--- src/rtl/axi_router_cfg_pkg.sv ---
// AXI router configuration
// address map, bus widths, slave count and the credit and queue
// depths shared by the write and read paths
`default_nettype none

package axi_router_cfg_pkg;

    // ========================================
    // slave ports
    // ========================================
    localparam int NUM_SLAVES = 3;
    localparam int SLV_IDX_W  = $clog2(NUM_SLAVES);

    // ========================================
    // bus widths
    // ========================================
    localparam int ADDR_W = 32;
    localparam int DATA_W = 64;
    localparam int ID_W   = 4;
    localparam int STRB_W = DATA_W / 8;
    localparam int RESP_W = 2;

    // ========================================
    // address map
    // ========================================
    localparam int REGION_MSB = 31;
    localparam int REGION_LSB = 24;
    localparam int REGION_W   = REGION_MSB - REGION_LSB + 1;

    localparam logic [REGION_W-1:0] IO_REGION    = 8'h10;
    localparam logic [REGION_W-1:0] TIMER_REGION = 8'h02;

    // IO / TIME / ELSE numbering
    localparam int IO_SLAVE      = 0;
    localparam int TIMER_SLAVE   = 1;
    localparam int DEFAULT_SLAVE = 2;

    // ========================================
    // flow control, depths are powers of two
    // ========================================
    localparam int REQ_CREDITS = 2;
    localparam int RESP_DEPTH  = 2;
    localparam int ORDER_DEPTH = 8;

endpackage

`default_nettype wire

--- src/rtl/axi_router_types_pkg.sv ---
// AXI router payload types
// packed request and response payloads for both paths and the
// slave index used by the order queues
`default_nettype none

package axi_router_types_pkg;

    import axi_router_cfg_pkg::*;

    typedef logic [SLV_IDX_W-1:0] slave_idx_t;

    // ========================================
    // requests, address always in the top bits
    // ========================================
    // req_steer finds the region there for any request type
    typedef struct packed {
        logic [ADDR_W-1:0] addr;
        logic [DATA_W-1:0] data;
        logic [STRB_W-1:0] strb;
        logic [ID_W-1:0]   id;
    } wr_req_t;

    typedef struct packed {
        logic [ADDR_W-1:0] addr;
        logic [ID_W-1:0]   id;
    } rd_req_t;

    // ========================================
    // responses
    // ========================================
    typedef struct packed {
        logic [ID_W-1:0]   id;
        logic [RESP_W-1:0] resp;
    } b_resp_t;

    typedef struct packed {
        logic [ID_W-1:0]   id;
        logic [DATA_W-1:0] data;
        logic [RESP_W-1:0] resp;
    } r_resp_t;

endpackage

`default_nettype wire

--- src/rtl/axi_router_top.sv ---
// AXI router top
// one master, three slaves (IO, timer, default), separate write and
// read paths, valid/ready to the master and credits to the slaves
`default_nettype none

module axi_router_top (
    input  logic                                  clk,
    input  logic                                  rst_n,

    // master write path
    input  logic                                  wr_valid,
    input  axi_router_types_pkg::wr_req_t         wr_req,
    output logic                                  wr_ready,
    output logic                                  b_valid,
    output axi_router_types_pkg::b_resp_t         b_resp,
    input  logic                                  b_ready,

    // master read path
    input  logic                                  rd_valid,
    input  axi_router_types_pkg::rd_req_t         rd_req,
    output logic                                  rd_ready,
    output logic                                  r_valid,
    output axi_router_types_pkg::r_resp_t         r_resp,
    input  logic                                  r_ready,

    // slave write path
    output logic [axi_router_cfg_pkg::NUM_SLAVES-1:0] aw_valid,
    output axi_router_types_pkg::wr_req_t [axi_router_cfg_pkg::NUM_SLAVES-1:0] aw_req,
    input  logic [axi_router_cfg_pkg::NUM_SLAVES-1:0] aw_credit,
    input  logic [axi_router_cfg_pkg::NUM_SLAVES-1:0] bs_valid,
    input  axi_router_types_pkg::b_resp_t [axi_router_cfg_pkg::NUM_SLAVES-1:0] bs_resp,
    output logic [axi_router_cfg_pkg::NUM_SLAVES-1:0] bs_credit,

    // slave read path
    output logic [axi_router_cfg_pkg::NUM_SLAVES-1:0] ar_valid,
    output axi_router_types_pkg::rd_req_t [axi_router_cfg_pkg::NUM_SLAVES-1:0] ar_req,
    input  logic [axi_router_cfg_pkg::NUM_SLAVES-1:0] ar_credit,
    input  logic [axi_router_cfg_pkg::NUM_SLAVES-1:0] rs_valid,
    input  axi_router_types_pkg::r_resp_t [axi_router_cfg_pkg::NUM_SLAVES-1:0] rs_resp,
    output logic [axi_router_cfg_pkg::NUM_SLAVES-1:0] rs_credit
);

    import axi_router_cfg_pkg::*;
    import axi_router_types_pkg::*;

    logic [NUM_SLAVES-1:0] wr_port_load;
    logic [NUM_SLAVES-1:0] wr_port_ready;
    logic                  wr_order_push;
    slave_idx_t            wr_order_idx;
    logic                  wr_order_ready;

    logic [NUM_SLAVES-1:0] rd_port_load;
    logic [NUM_SLAVES-1:0] rd_port_ready;
    logic                  rd_order_push;
    slave_idx_t            rd_order_idx;
    logic                  rd_order_ready;

    // ========================================
    // write path
    // ========================================
    req_steer #(.payload_t(wr_req_t)) u_wr_steer (
        .clk         (clk),
        .rst_n       (rst_n),
        .req_valid   (wr_valid),
        .req         (wr_req),
        .req_ready   (wr_ready),
        .port_load   (wr_port_load),
        .port_ready  (wr_port_ready),
        .order_push  (wr_order_push),
        .order_idx   (wr_order_idx),
        .order_ready (wr_order_ready)
    );

    for (genvar i = 0; i < NUM_SLAVES; i++) begin : g_wr_port
        slave_port #(.payload_t(wr_req_t)) u_port (
            .clk        (clk),
            .rst_n      (rst_n),
            .load       (wr_port_load[i]),
            .load_data  (wr_req),
            .ready      (wr_port_ready[i]),
            .slv_valid  (aw_valid[i]),
            .slv_req    (aw_req[i]),
            .slv_credit (aw_credit[i])
        );
    end

    resp_merger #(.payload_t(b_resp_t)) u_b_merge (
        .clk         (clk),
        .rst_n       (rst_n),
        .order_push  (wr_order_push),
        .order_idx   (wr_order_idx),
        .order_ready (wr_order_ready),
        .slv_valid   (bs_valid),
        .slv_resp    (bs_resp),
        .slv_credit  (bs_credit),
        .mst_valid   (b_valid),
        .mst_resp    (b_resp),
        .mst_ready   (b_ready)
    );

    // ========================================
    // read path
    // ========================================
    req_steer #(.payload_t(rd_req_t)) u_rd_steer (
        .clk         (clk),
        .rst_n       (rst_n),
        .req_valid   (rd_valid),
        .req         (rd_req),
        .req_ready   (rd_ready),
        .port_load   (rd_port_load),
        .port_ready  (rd_port_ready),
        .order_push  (rd_order_push),
        .order_idx   (rd_order_idx),
        .order_ready (rd_order_ready)
    );

    for (genvar i = 0; i < NUM_SLAVES; i++) begin : g_rd_port
        slave_port #(.payload_t(rd_req_t)) u_port (
            .clk        (clk),
            .rst_n      (rst_n),
            .load       (rd_port_load[i]),
            .load_data  (rd_req),
            .ready      (rd_port_ready[i]),
            .slv_valid  (ar_valid[i]),
            .slv_req    (ar_req[i]),
            .slv_credit (ar_credit[i])
        );
    end

    resp_merger #(.payload_t(r_resp_t)) u_r_merge (
        .clk         (clk),
        .rst_n       (rst_n),
        .order_push  (rd_order_push),
        .order_idx   (rd_order_idx),
        .order_ready (rd_order_ready),
        .slv_valid   (rs_valid),
        .slv_resp    (rs_resp),
        .slv_credit  (rs_credit),
        .mst_valid   (r_valid),
        .mst_resp    (r_resp),
        .mst_ready   (r_ready)
    );

endmodule

`default_nettype wire

--- src/rtl/req_steer.sv ---
// request steering
// decodes the region of the request address, loads the chosen
// slave port and logs the slave index for in-order responses
`default_nettype none

module req_steer #(
    parameter type payload_t = logic [axi_router_cfg_pkg::ADDR_W-1:0]
) (
    input  logic                                  clk,
    input  logic                                  rst_n,
    input  logic                                  req_valid,
    input  payload_t                              req,
    output logic                                  req_ready,
    output logic [axi_router_cfg_pkg::NUM_SLAVES-1:0] port_load,
    input  logic [axi_router_cfg_pkg::NUM_SLAVES-1:0] port_ready,
    output logic                                  order_push,
    output axi_router_types_pkg::slave_idx_t      order_idx,
    input  logic                                  order_ready
);

    import axi_router_cfg_pkg::*;
    import axi_router_types_pkg::*;

    localparam int ADDR_LSB = $bits(payload_t) - ADDR_W;

    logic [REGION_W-1:0] region;
    slave_idx_t          tgt_idx;
    logic                accept;

    assign region = req[ADDR_LSB + REGION_MSB : ADDR_LSB + REGION_LSB];

    // region decode
    always_comb begin
        case (region)
            IO_REGION:    tgt_idx = slave_idx_t'(IO_SLAVE);
            TIMER_REGION: tgt_idx = slave_idx_t'(TIMER_SLAVE);
            default:      tgt_idx = slave_idx_t'(DEFAULT_SLAVE);
        endcase
    end

    // only the decoded port matters for ready
    assign req_ready = port_ready[tgt_idx] && order_ready;
    assign accept    = req_valid && req_ready;

    always_comb begin
        port_load          = '0;
        port_load[tgt_idx] = accept;
    end

    // order entry written on the accept edge
    assign order_push = accept;
    assign order_idx  = tgt_idx;

    // ========================================
    // checks
    // ========================================
    a_load_onehot: assert property (@(posedge clk) disable iff (!rst_n)
        $onehot0(port_load))
        else $error("port load not one-hot");

    // a stalled master request must keep its target
    a_stall_target: assert property (@(posedge clk) disable iff (!rst_n)
        req_valid && !req_ready |=> tgt_idx == $past(tgt_idx))
        else $error("target slave changed while request was stalled");

endmodule

`default_nettype wire

--- src/rtl/resp_merger.sv ---
// response merger
// buffers responses per slave, keeps the order of accepted requests
// and returns responses to the master in that order, handing one
// response credit back to the slave on every pop
`default_nettype none

module resp_merger #(
    parameter type payload_t = logic [axi_router_cfg_pkg::DATA_W-1:0]
) (
    input  logic                                      clk,
    input  logic                                      rst_n,
    input  logic                                      order_push,
    input  axi_router_types_pkg::slave_idx_t          order_idx,
    output logic                                      order_ready,
    input  logic     [axi_router_cfg_pkg::NUM_SLAVES-1:0] slv_valid,
    input  payload_t [axi_router_cfg_pkg::NUM_SLAVES-1:0] slv_resp,
    output logic     [axi_router_cfg_pkg::NUM_SLAVES-1:0] slv_credit,
    output logic                                      mst_valid,
    output payload_t                                  mst_resp,
    input  logic                                      mst_ready
);

    import axi_router_cfg_pkg::*;
    import axi_router_types_pkg::*;

    localparam int OPTR_W = $clog2(ORDER_DEPTH);
    localparam int OCNT_W = $clog2(ORDER_DEPTH + 1);
    localparam int RPTR_W = $clog2(RESP_DEPTH);
    localparam int RCNT_W = $clog2(RESP_DEPTH + 1);

    slave_idx_t        ord_mem [ORDER_DEPTH];
    logic [OPTR_W-1:0] ord_wr;
    logic [OPTR_W-1:0] ord_rd;
    logic [OCNT_W-1:0] ord_cnt;
    logic [OCNT_W-1:0] ord_cnt_next;
    slave_idx_t        head_idx;

    payload_t          resp_mem [NUM_SLAVES][RESP_DEPTH];
    logic [RPTR_W-1:0] resp_wr  [NUM_SLAVES];
    logic [RPTR_W-1:0] resp_rd  [NUM_SLAVES];
    logic [RCNT_W-1:0] resp_cnt [NUM_SLAVES];

    logic                  pop;
    logic [NUM_SLAVES-1:0] pop_vec;

    // ========================================
    // head selection
    // ========================================
    assign head_idx  = ord_mem[ord_rd];
    assign mst_valid = (ord_cnt != '0) && (resp_cnt[head_idx] != '0);
    assign mst_resp  = resp_mem[head_idx][resp_rd[head_idx]];
    assign pop       = mst_valid && mst_ready;

    always_comb begin
        pop_vec           = '0;
        pop_vec[head_idx] = pop;
    end

    // ========================================
    // order queue
    // ========================================
    assign ord_cnt_next = ord_cnt + OCNT_W'(order_push) - OCNT_W'(pop);

    always_ff @(posedge clk) begin
        if (!rst_n) begin
            ord_wr      <= '0;
            ord_rd      <= '0;
            ord_cnt     <= '0;
            order_ready <= 1'b0;
            slv_credit  <= '0;
        end else begin
            if (order_push) begin
                ord_wr <= ord_wr + 1'b1;
            end
            if (pop) begin
                ord_rd <= ord_rd + 1'b1;
            end
            ord_cnt     <= ord_cnt_next;
            // registered not-full, low through reset
            order_ready <= (ord_cnt_next != OCNT_W'(ORDER_DEPTH));
            slv_credit  <= pop_vec;
        end
    end

    always_ff @(posedge clk) begin
        if (order_push) begin
            ord_mem[ord_wr] <= order_idx;
        end
    end

    a_order_no_overflow: assert property (@(posedge clk) disable iff (!rst_n)
        order_push |-> ord_cnt != OCNT_W'(ORDER_DEPTH))
        else $error("order queue pushed while full");

    // ========================================
    // per-slave response queues
    // ========================================
    for (genvar i = 0; i < NUM_SLAVES; i++) begin : g_resp_q
        always_ff @(posedge clk) begin
            if (!rst_n) begin
                resp_wr[i]  <= '0;
                resp_rd[i]  <= '0;
                resp_cnt[i] <= '0;
            end else begin
                if (slv_valid[i]) begin
                    resp_wr[i] <= resp_wr[i] + 1'b1;
                end
                if (pop_vec[i]) begin
                    resp_rd[i] <= resp_rd[i] + 1'b1;
                end
                resp_cnt[i] <= resp_cnt[i] + RCNT_W'(slv_valid[i]) - RCNT_W'(pop_vec[i]);
            end
        end

        always_ff @(posedge clk) begin
            if (slv_valid[i]) begin
                resp_mem[i][resp_wr[i]] <= slv_resp[i];
            end
        end

        // slave must hold a response credit
        a_no_full_write: assert property (@(posedge clk) disable iff (!rst_n)
            slv_valid[i] |-> resp_cnt[i] != RCNT_W'(RESP_DEPTH))
            else $error("slave %0d wrote a full response queue", i);

        // responses only exist for logged requests, so pops never see an empty order queue
        a_resp_ordered: assert property (@(posedge clk) disable iff (!rst_n)
            resp_cnt[i] != '0 |-> ord_cnt != '0)
            else $error("slave %0d response without outstanding request", i);
    end

endmodule

`default_nettype wire

--- src/rtl/slave_port.sv ---
// slave port stage
// one-entry request holding stage towards a slave, issuing each
// held request as a single-cycle pulse against request credits
`default_nettype none

module slave_port #(
    parameter type payload_t = logic [axi_router_cfg_pkg::ADDR_W-1:0]
) (
    input  logic     clk,
    input  logic     rst_n,
    input  logic     load,
    input  payload_t load_data,
    output logic     ready,
    output logic     slv_valid,
    output payload_t slv_req,
    input  logic     slv_credit
);

    import axi_router_cfg_pkg::*;

    localparam int CNT_W = $clog2(REQ_CREDITS + 1);

    logic             full;
    logic [CNT_W-1:0] credits;
    payload_t         hold_q;

    // issue whenever something is held and a credit is left
    assign slv_valid = full && (credits != '0);
    assign slv_req   = hold_q;

    // a slot frees in the issuing cycle
    assign ready = !full || slv_valid;

    always_ff @(posedge clk) begin
        if (!rst_n) begin
            full    <= 1'b0;
            credits <= CNT_W'(REQ_CREDITS);
        end else begin
            if (load) begin
                full <= 1'b1;
            end else if (slv_valid) begin
                full <= 1'b0;
            end
            credits <= credits - CNT_W'(slv_valid) + CNT_W'(slv_credit);
        end
    end

    always_ff @(posedge clk) begin
        if (load) begin
            hold_q <= load_data;
        end
    end

    // ========================================
    // checks
    // ========================================
    // after the last credit is spent nothing goes out until one returns
    a_no_issue_at_zero: assert property (@(posedge clk) disable iff (!rst_n)
        slv_valid && credits == CNT_W'(1) && !slv_credit |=> !slv_valid)
        else $error("request issued with no credit left");

    // the slave must not return more credits than it granted
    a_credit_max: assert property (@(posedge clk) disable iff (!rst_n)
        credits <= CNT_W'(REQ_CREDITS))
        else $error("request credit count above limit");

    a_load_when_ready: assert property (@(posedge clk) disable iff (!rst_n)
        load |-> ready)
        else $error("port loaded while full");

endmodule

`default_nettype wire

--- config.mk ---
export PLATFORM = sky130hd
export DESIGN_NAME = axi_router_top
export DESIGN_NICKNAME = d
export VERILOG_FILES = /design/src/rtl/axi_router_cfg_pkg.sv /design/src/rtl/axi_router_types_pkg.sv /design/src/rtl/axi_router_top.sv /design/src/rtl/req_steer.sv /design/src/rtl/resp_merger.sv /design/src/rtl/slave_port.sv
export SDC_FILE = /design/constraint.sdc
export NUM_CORES = 1
export LEC_CHECK = 0
export ABC_CLOCK_PERIOD_IN_PS = 16100
export BUFFER_PORTS_ARGS = -buffer_cell sky130_fd_sc_hd__buf_2
export CAP_MARGIN = 20
export CORE_AREA = 2 2 360 362
export DETAILED_ROUTE_END_ITERATION = 10
export DIE_AREA = 0 0 362 364
export REMOVE_ABC_BUFFERS = 1
export SYNTH_ARGS = -nofsm -noshare
export SYNTH_HDL_FRONTEND = slang
export SYNTH_SLANG_ARGS = --single-unit
export TNS_END_PERCENT = 30
--- constraint.sdc ---
create_clock -name clk -period 16.1 [get_ports clk]
set_input_delay 3.22 -clock clk [delete_from_list [all_inputs] [get_ports clk]]
set_output_delay 3.22 -clock clk [all_outputs]
set_load 0.02 [all_outputs]
==> flow_metrics.tcl, run 1 <==
set metrics [dict create \
    die_x_microns 362 \
    synth_top_family_by_area "multiplexers" \
    via_count 19887 \
    overflow 0 \
    worst_slew_pin_slew_ns 1.03 \
    synth.most_common_cell "edfxtp_1" \
    vias_per_cell 4.39 \
    ir_drop_v 0.0000995 \
    p_leak_nw 17.3 \
    ys_types 57 \
    cts.sink_count 996 \
    grt_first_pass_wirelength_microns 141000 \
    hold_path_depth 2 \
    core_sq_mm 0.128 \
    arrival_ns 4.91 \
    yosys-top-cells-count "928 x edfxtp_1, 98 x nor2_1, 85 x mux2i_1, 72 x a21o_1, 68 x dfxtp_1" \
    gp_congestion 0.889 \
    cts_hold_buf 0 \
    hold_slack_ns 0.483 \
    antenna_found_initial 73 \
    finalCritPeriodShare 0.505 \
    cts_tree "done" \
    synth_seq_area_share 0.818 \
    yosys.area_share.simple 0.0372 \
    ys_warn_count 0 \
    place_hpwl_microns 75800 \
    synth_compound_area_frac 0.0274 \
    cts_setup_buffers 0 \
    status "finished, final reports clean" \
    dp.cells 4289 \
    synthMuxAreaShare 0.0816 \
    drc 0 \
    clk_pin_slew_ns 0.06 \
    synth-edff-count 928 \
    min_to "u_b_merge.ord_rd[2]$_SDFFE_PN0P_" \
    grt_pass1_vias 19397 \
    final_area_sq_mm 0.0460 \
    hold_start "u_b_merge.ord_rd[2]$_SDFFE_PN0P_" \
    synth.avg_cell_area_sq_um 20.6 \
    final-hold-violation-count 0 \
    synth_top_flop_cell "edfxtp_1" \
    htree_levels 3 \
    cts-resized-gates 0 \
    drt_pass1_iterations 5 \
    r2r_end "u_r_merge.order_ready$_SDFF_PN0_" \
    cts_buffers 105 \
    synthCells 1736 \
    drt_iter0_drc 1731 \
    start_kind "register" \
    io_pins 914 \
    dpl-instance-area_sq_mm 0.0424 \
    p_per_area_mw_per_mm2 147 \
    skew_ns 0.0429 \
    fin_cells 4525 \
    synth-xor-area-share 0.00882 \
    cts_root_buf "clkbuf_16" \
    cts_buffer_depth 3 \
    grt_max_degree 85 \
    die_area_sq_mm 0.132 \
    worstPathRequired_ns 12.88 \
    setup_tns_ns 0 \
    netlist_area_sq_mm 0.0357 \
    ant_nets 0 \
    synth_top_area_share 0.780 \
    maxCapViolCount 0 \
    hp-class "register to register" \
    rsz0062_at_grt "no" \
    setup-violations-final 0 \
    synth.area.top_cells "edfxtp_1 78%, mux4_2 4.0%, dfxtp_1 3.8%" \
    drv_slew 0 \
    fin_crit_ns 8.13 \
    r2r_cells 11 \
    rows 132 \
    fmax_ghz 0.123 \
    drive_gt1_frac 0.420 \
    wl_per_cell_microns 22.9 \
    grtUsageTotal 0.151 \
    synth.ff_latch_count 996 \
    portBuffers 913 \
    die_y_microns 364 \
    worstSkewPairLatency_ns 0.72 \
    p_total_w 0.00678 \
    async_flop_share 0 \
    nets 3149 \
    synth_top_cell_by_area "edfxtp_1" \
    routed_wl_microns 104000 \
    slew_headroom 0.316 \
    initial_utilization 0.279 \
    reg2reg_setup_slack_ns 11.95 \
    crit_type "register to output port" \
    cp_max_fo 42 \
    synthAdderAreaFrac 0.0137 \
    syn2layout_area_growth_pct 28.7 \
    critPathCaptureType "output port" \
]
-- how the worst max path moves through the flow --
stage                startpoint                                       end  slack, ns
floorplan           wr_req[101]  g_wr_port[1].u_port.slv_req[0]$_DFFE_PP_       3.84
finish                 register                                 r_resp[9]       7.97
global placement     rd_req[30]                                  rd_ready       8.01
detailed placement   rd_req[30]                                  rd_ready       7.97
CTS                    register                                 r_resp[9]       7.76
global route           register                                 r_resp[9]       7.64
-- logic make-up after synthesis --
| kind of cell | Yosys count |
|---|---|
| AOI/OAI and AO/OA | 129 |
| xor gates and xnor gates | 36 |
| adders and majority gates | 38 |
| buffers and inverters | 100 |
| muxes | 176 |
| DFF | 996 |
| and+or+nand+nor | 261 |
-- routing by layer --
metal,part of all wire,vias to the layer above,global-route usage
li1,-,8852,-
met1,0.37,9917,0.178
met2,0.48,857,0.244
met3,0.11,213,0.0607
met4,0.033,48,0.0636
met5,0.0029,-,0
-- report_power, final --
group	total, W	switching, W	internal (W)
logic	0.00127	0.000789	0.000484
clock network	0.00242	0.00102	0.00140
registers	0.00308	0.0000654	0.00302
-- critical path, stage by stage (launching register included) --
cell	delay [ns]
dfxtp_1	0.50
mux4_2	0.58
mux2i_4	0.16
buf_4	0.63
mux2i_4	0.33
buf_4	0.57
buf_4	0.55
mux4_2	0.42
a21o_1	0.20
buf_2	0.15
-- stage by stage --
step / worst slack (ns) / utilization
final: 7.97 / 0.358
after global routing: 7.64 / 0.358
after CTS: 7.76 / 0.358
after global placement: 8.01 / 0.330
after detailed placement: 7.97 / 0.330
after floorplan: 3.84 / -
-- layout make-up --
class	count	area, sq um
clock inverter	63	709
antenna	40	100
clock buffer	133	2780
sequential	996	29200
timing repair buffer	940	4810
inverter	38	143
tap	1675	2100
fill	12106	82300
multi-input combinational	640	6120
-- placed cells by master, fill, tap and decap left out, drive strengths merged, types with 3 or more instances in the layout --
cell / synthesis / final
buf: 26 / 940
edfxtp: 928 / 928
clkbuf: 36 / 133
nor2: 98 / 98
mux2i: 88 / 88
mux4: 84 / 84
a21o: 72 / 72
dfxtp: 68 / 68
clkinv: 0 / 45
and2: 43 / 43
inv: 38 / 43
diode: 0 / 40
ha: 36 / 36
nand2: 32 / 32
xnor2: 24 / 24
o21a: 21 / 21
nor2b: 21 / 21
nand2b: 20 / 20
nand3: 14 / 14
xor2: 12 / 12
nor3b: 10 / 10
bufinv: 0 / 10
nor3: 8 / 8
o211ai: 7 / 7
a21oi: 5 / 5
mux2: 4 / 4
o2111ai: 3 / 3
o21ai: 3 / 3
or3: 3 / 3
clkinvlp: 0 / 3
nor4: 3 / 3
-- sequential cells by signal, indices dropped and copies added, names as in the netlist, 4 cells and up, named ones only --
| register | cells |
|---|---|
| g_wr_port.u_port.slv_req | 324 |
| g_rd_port.u_port.slv_req | 108 |
| u_b_merge.ord_mem | 16 |
| g_wr_port.u_port.credits | 6 |
| u_r_merge.ord_cnt | 4 |
| u_r_merge.resp_cnt | 6 |
| u_r_merge.ord_mem | 16 |
| u_b_merge.ord_cnt | 4 |
| u_r_merge.resp_mem | 420 |
| u_b_merge.resp_mem | 36 |
| g_rd_port.u_port.credits | 6 |
| u_b_merge.resp_cnt | 6 |
Note: power is estimated with default switching activity, not from simulation.
==> run 2: changes to the inputs <==
--- a/config.mk
+++ b/config.mk
@@ -5,7 +5,7 @@
 export SDC_FILE = /design/constraint.sdc
 export NUM_CORES = 1
 export LEC_CHECK = 0
-export ABC_CLOCK_PERIOD_IN_PS = 16100
+export ABC_CLOCK_PERIOD_IN_PS = 8360
 export BUFFER_PORTS_ARGS = -buffer_cell sky130_fd_sc_hd__buf_2
 export CAP_MARGIN = 20
 export CORE_AREA = 2 2 360 362
==> constraint.sdc (replaced) <==
create_clock -name clk -period 8.36 [get_ports clk]
set_input_delay 1.672 -clock clk [delete_from_list [all_inputs] [get_ports clk]]
set_output_delay 1.672 -clock clk [all_outputs]
set_load 0.02 [all_outputs]
==> flow_metrics.tcl, run 2 (synthesis gave the netlist of run 1 again) <==
set metrics [dict create \
    skew_ns 0.0660 \
    antenna_found_initial 79 \
    fmax_ghz 0.156 \
    worstSkewPairLatency_ns 0.74 \
    nets 3143 \
    route.met3.wl_microns 10700 \
    r2r_cells 11 \
    grt_max_degree 144 \
    ir_drop_v 0.000199 \
    drc 0 \
    grtUsageTotal 0.149 \
    reg2reg_setup_slack_ns 4.28 \
    die_y_microns 364 \
    core_sq_mm 0.128 \
    cp_num_buf_inv 4 \
    drt_pass1_iterations 5 \
    via_count 19828 \
    overflow 0 \
    r2r_end "u_r_merge.order_ready$_SDFF_PN0_" \
    final_common_cell "edfxtp_1" \
    min_to "u_r_merge.ord_wr[1]$_SDFFE_PN0P_" \
    ant_nets 0 \
    largest_reg_flops 420 \
    hold_start "u_r_merge.ord_wr[1]$_SDFFE_PN0P_" \
    syn2layout_area_growth_pct 29.1 \
    cts.sink_count 996 \
    arrival_ns 4.72 \
    portBuffers 913 \
    cts_root_buf "clkbuf_16" \
    rsz0062_at_grt "no" \
    dr_wl_met2_microns 50600 \
    critPathCaptureType "output port" \
    cts-resized-gates 0 \
    final_cell_mix "928 x edfxtp_1, 912 x buf_2, 106 x clkbuf_16" \
    fin_cells 4523 \
    slew_headroom 0.287 \
    cts_buffers 105 \
    htree_levels 3 \
    drv_slew 0 \
    setup-violations-final 0 \
    start_kind "register" \
    path_cells "mux4_2 > mux2i_4 > buf_4 > mux2i_4 > buf_4 > buf_4 > mux4_1 > a21o_1 > buf_2" \
    dp.cells 4282 \
    setup_tns_ns 0 \
    worstPathRequired_ns 6.69 \
    grt_pass1_vias 19448 \
    grt_first_pass_wirelength_microns 140000 \
    io_pins 914 \
    rows 132 \
    maxCapViolCount 0 \
    gp_congestion 0.870 \
    top_layer "met5" \
    wl_met1_microns 38300 \
    crit_type "register to output port" \
    drive_gt1_frac 0.418 \
    setup_ws_ns 1.96 \
    hold_path_depth 2 \
    vias_per_cell 4.38 \
    die_area_sq_mm 0.132 \
    dpl-instance-area_sq_mm 0.0424 \
    worst_slew_pin_slew_ns 1.07 \
    cts_tree "done" \
    critPathMostFrequentCell "buf_4" \
    place_hpwl_microns 75000 \
    initial_utilization 0.279 \
    p_total_w 0.0132 \
    cp_max_fo 38 \
    finalCritPeriodShare 0.765 \
    p_per_area_mw_per_mm2 287 \
    final-hold-violation-count 0 \
    cp_slowest_cell "buf_4" \
    hp-class "register to register" \
    critical_path.top_delay_family "buffers and inverters" \
    cts_setup_buffers 0 \
    cts_buffer_depth 3 \
    p_leak_nw 17.3 \
    final_area_sq_mm 0.0462 \
    status "finished, final reports clean" \
    die_x_microns 362 \
    critical-path-max-stage-delay_ns 0.59 \
    routed_wl_microns 103000 \
    drt_iter0_drc 1570 \
    clk_pin_slew_ns 0.06 \
    dp_slack_ns 2.61 \
    fin_crit_ns 6.40 \
    wl_per_cell_microns 22.8 \
    cts_hold_buf 0 \
    fillCellCount 12143 \
]
[run 2: how the worst max path moves through the flow]
stage	slack (ns)	startpoint	cells past startpoint	endpoint
2_1_floorplan	-2.35	wr_req[101]	4	g_wr_port[1].u_port.slv_req[0]$_DFFE_PP_
3_3_place_gp	2.62	register	9	r_resp[9]
3_5_place_dp	2.61	register	9	r_resp[51]
4_1_cts	1.79	register	9	r_resp[8]
5_1_grt	1.70	register	9	r_resp[49]
6_report	1.96	register	9	r_resp[31]
[run 2: layer usage]
| layer | vias to the layer above | GRT usage |
|---|---|---|
| li1 | 8857 | - |
| met1 | 9906 | 0.170 |
| met2 | 796 | 0.247 |
| met3 | 215 | 0.0622 |
| met4 | 54 | 0.0623 |
| met5 | - | 0 |
[run 2: final cells by class]
cell class | instances | area (sq um) | area share
Antenna cell | 44 | 110 | 0.00239
Clock inverter | 71 | 923 | 0.0200
Inverter | 38 | 143 | 0.00309
Clock buffer | 125 | 2720 | 0.0590
Sequential cell | 996 | 29200 | 0.633
Timing Repair Buffer | 934 | 4800 | 0.104
Multi-Input combinational cell | 640 | 6120 | 0.133
Tap cell | 1675 | 2100 | 0.0454
[run 2: where the power goes]
group	total [W]	internal, W	switching [W]	leakage, nW
sequential	0.00593	0.00581	0.000119	9.17
combinational	0.00246	0.000936	0.00152	6.43
clock	0.00484	0.00287	0.00197	1.74
[run 2: through the flow]
step / hold WS, ns / utilization
detailed placement: 0.476 / 0.330
CTS: 0.484 / 0.359
global placement: 0.463 / 0.330
finish: 0.482 / 0.360
floorplan: 0.456 / -
global route: 0.515 / 0.359
[run 2: worst min-delay path: stages, from the launching register on]
cell,delay (ns)
dfxtp_1,0.33
nand2_1,0.06
a21boi_1,0.05
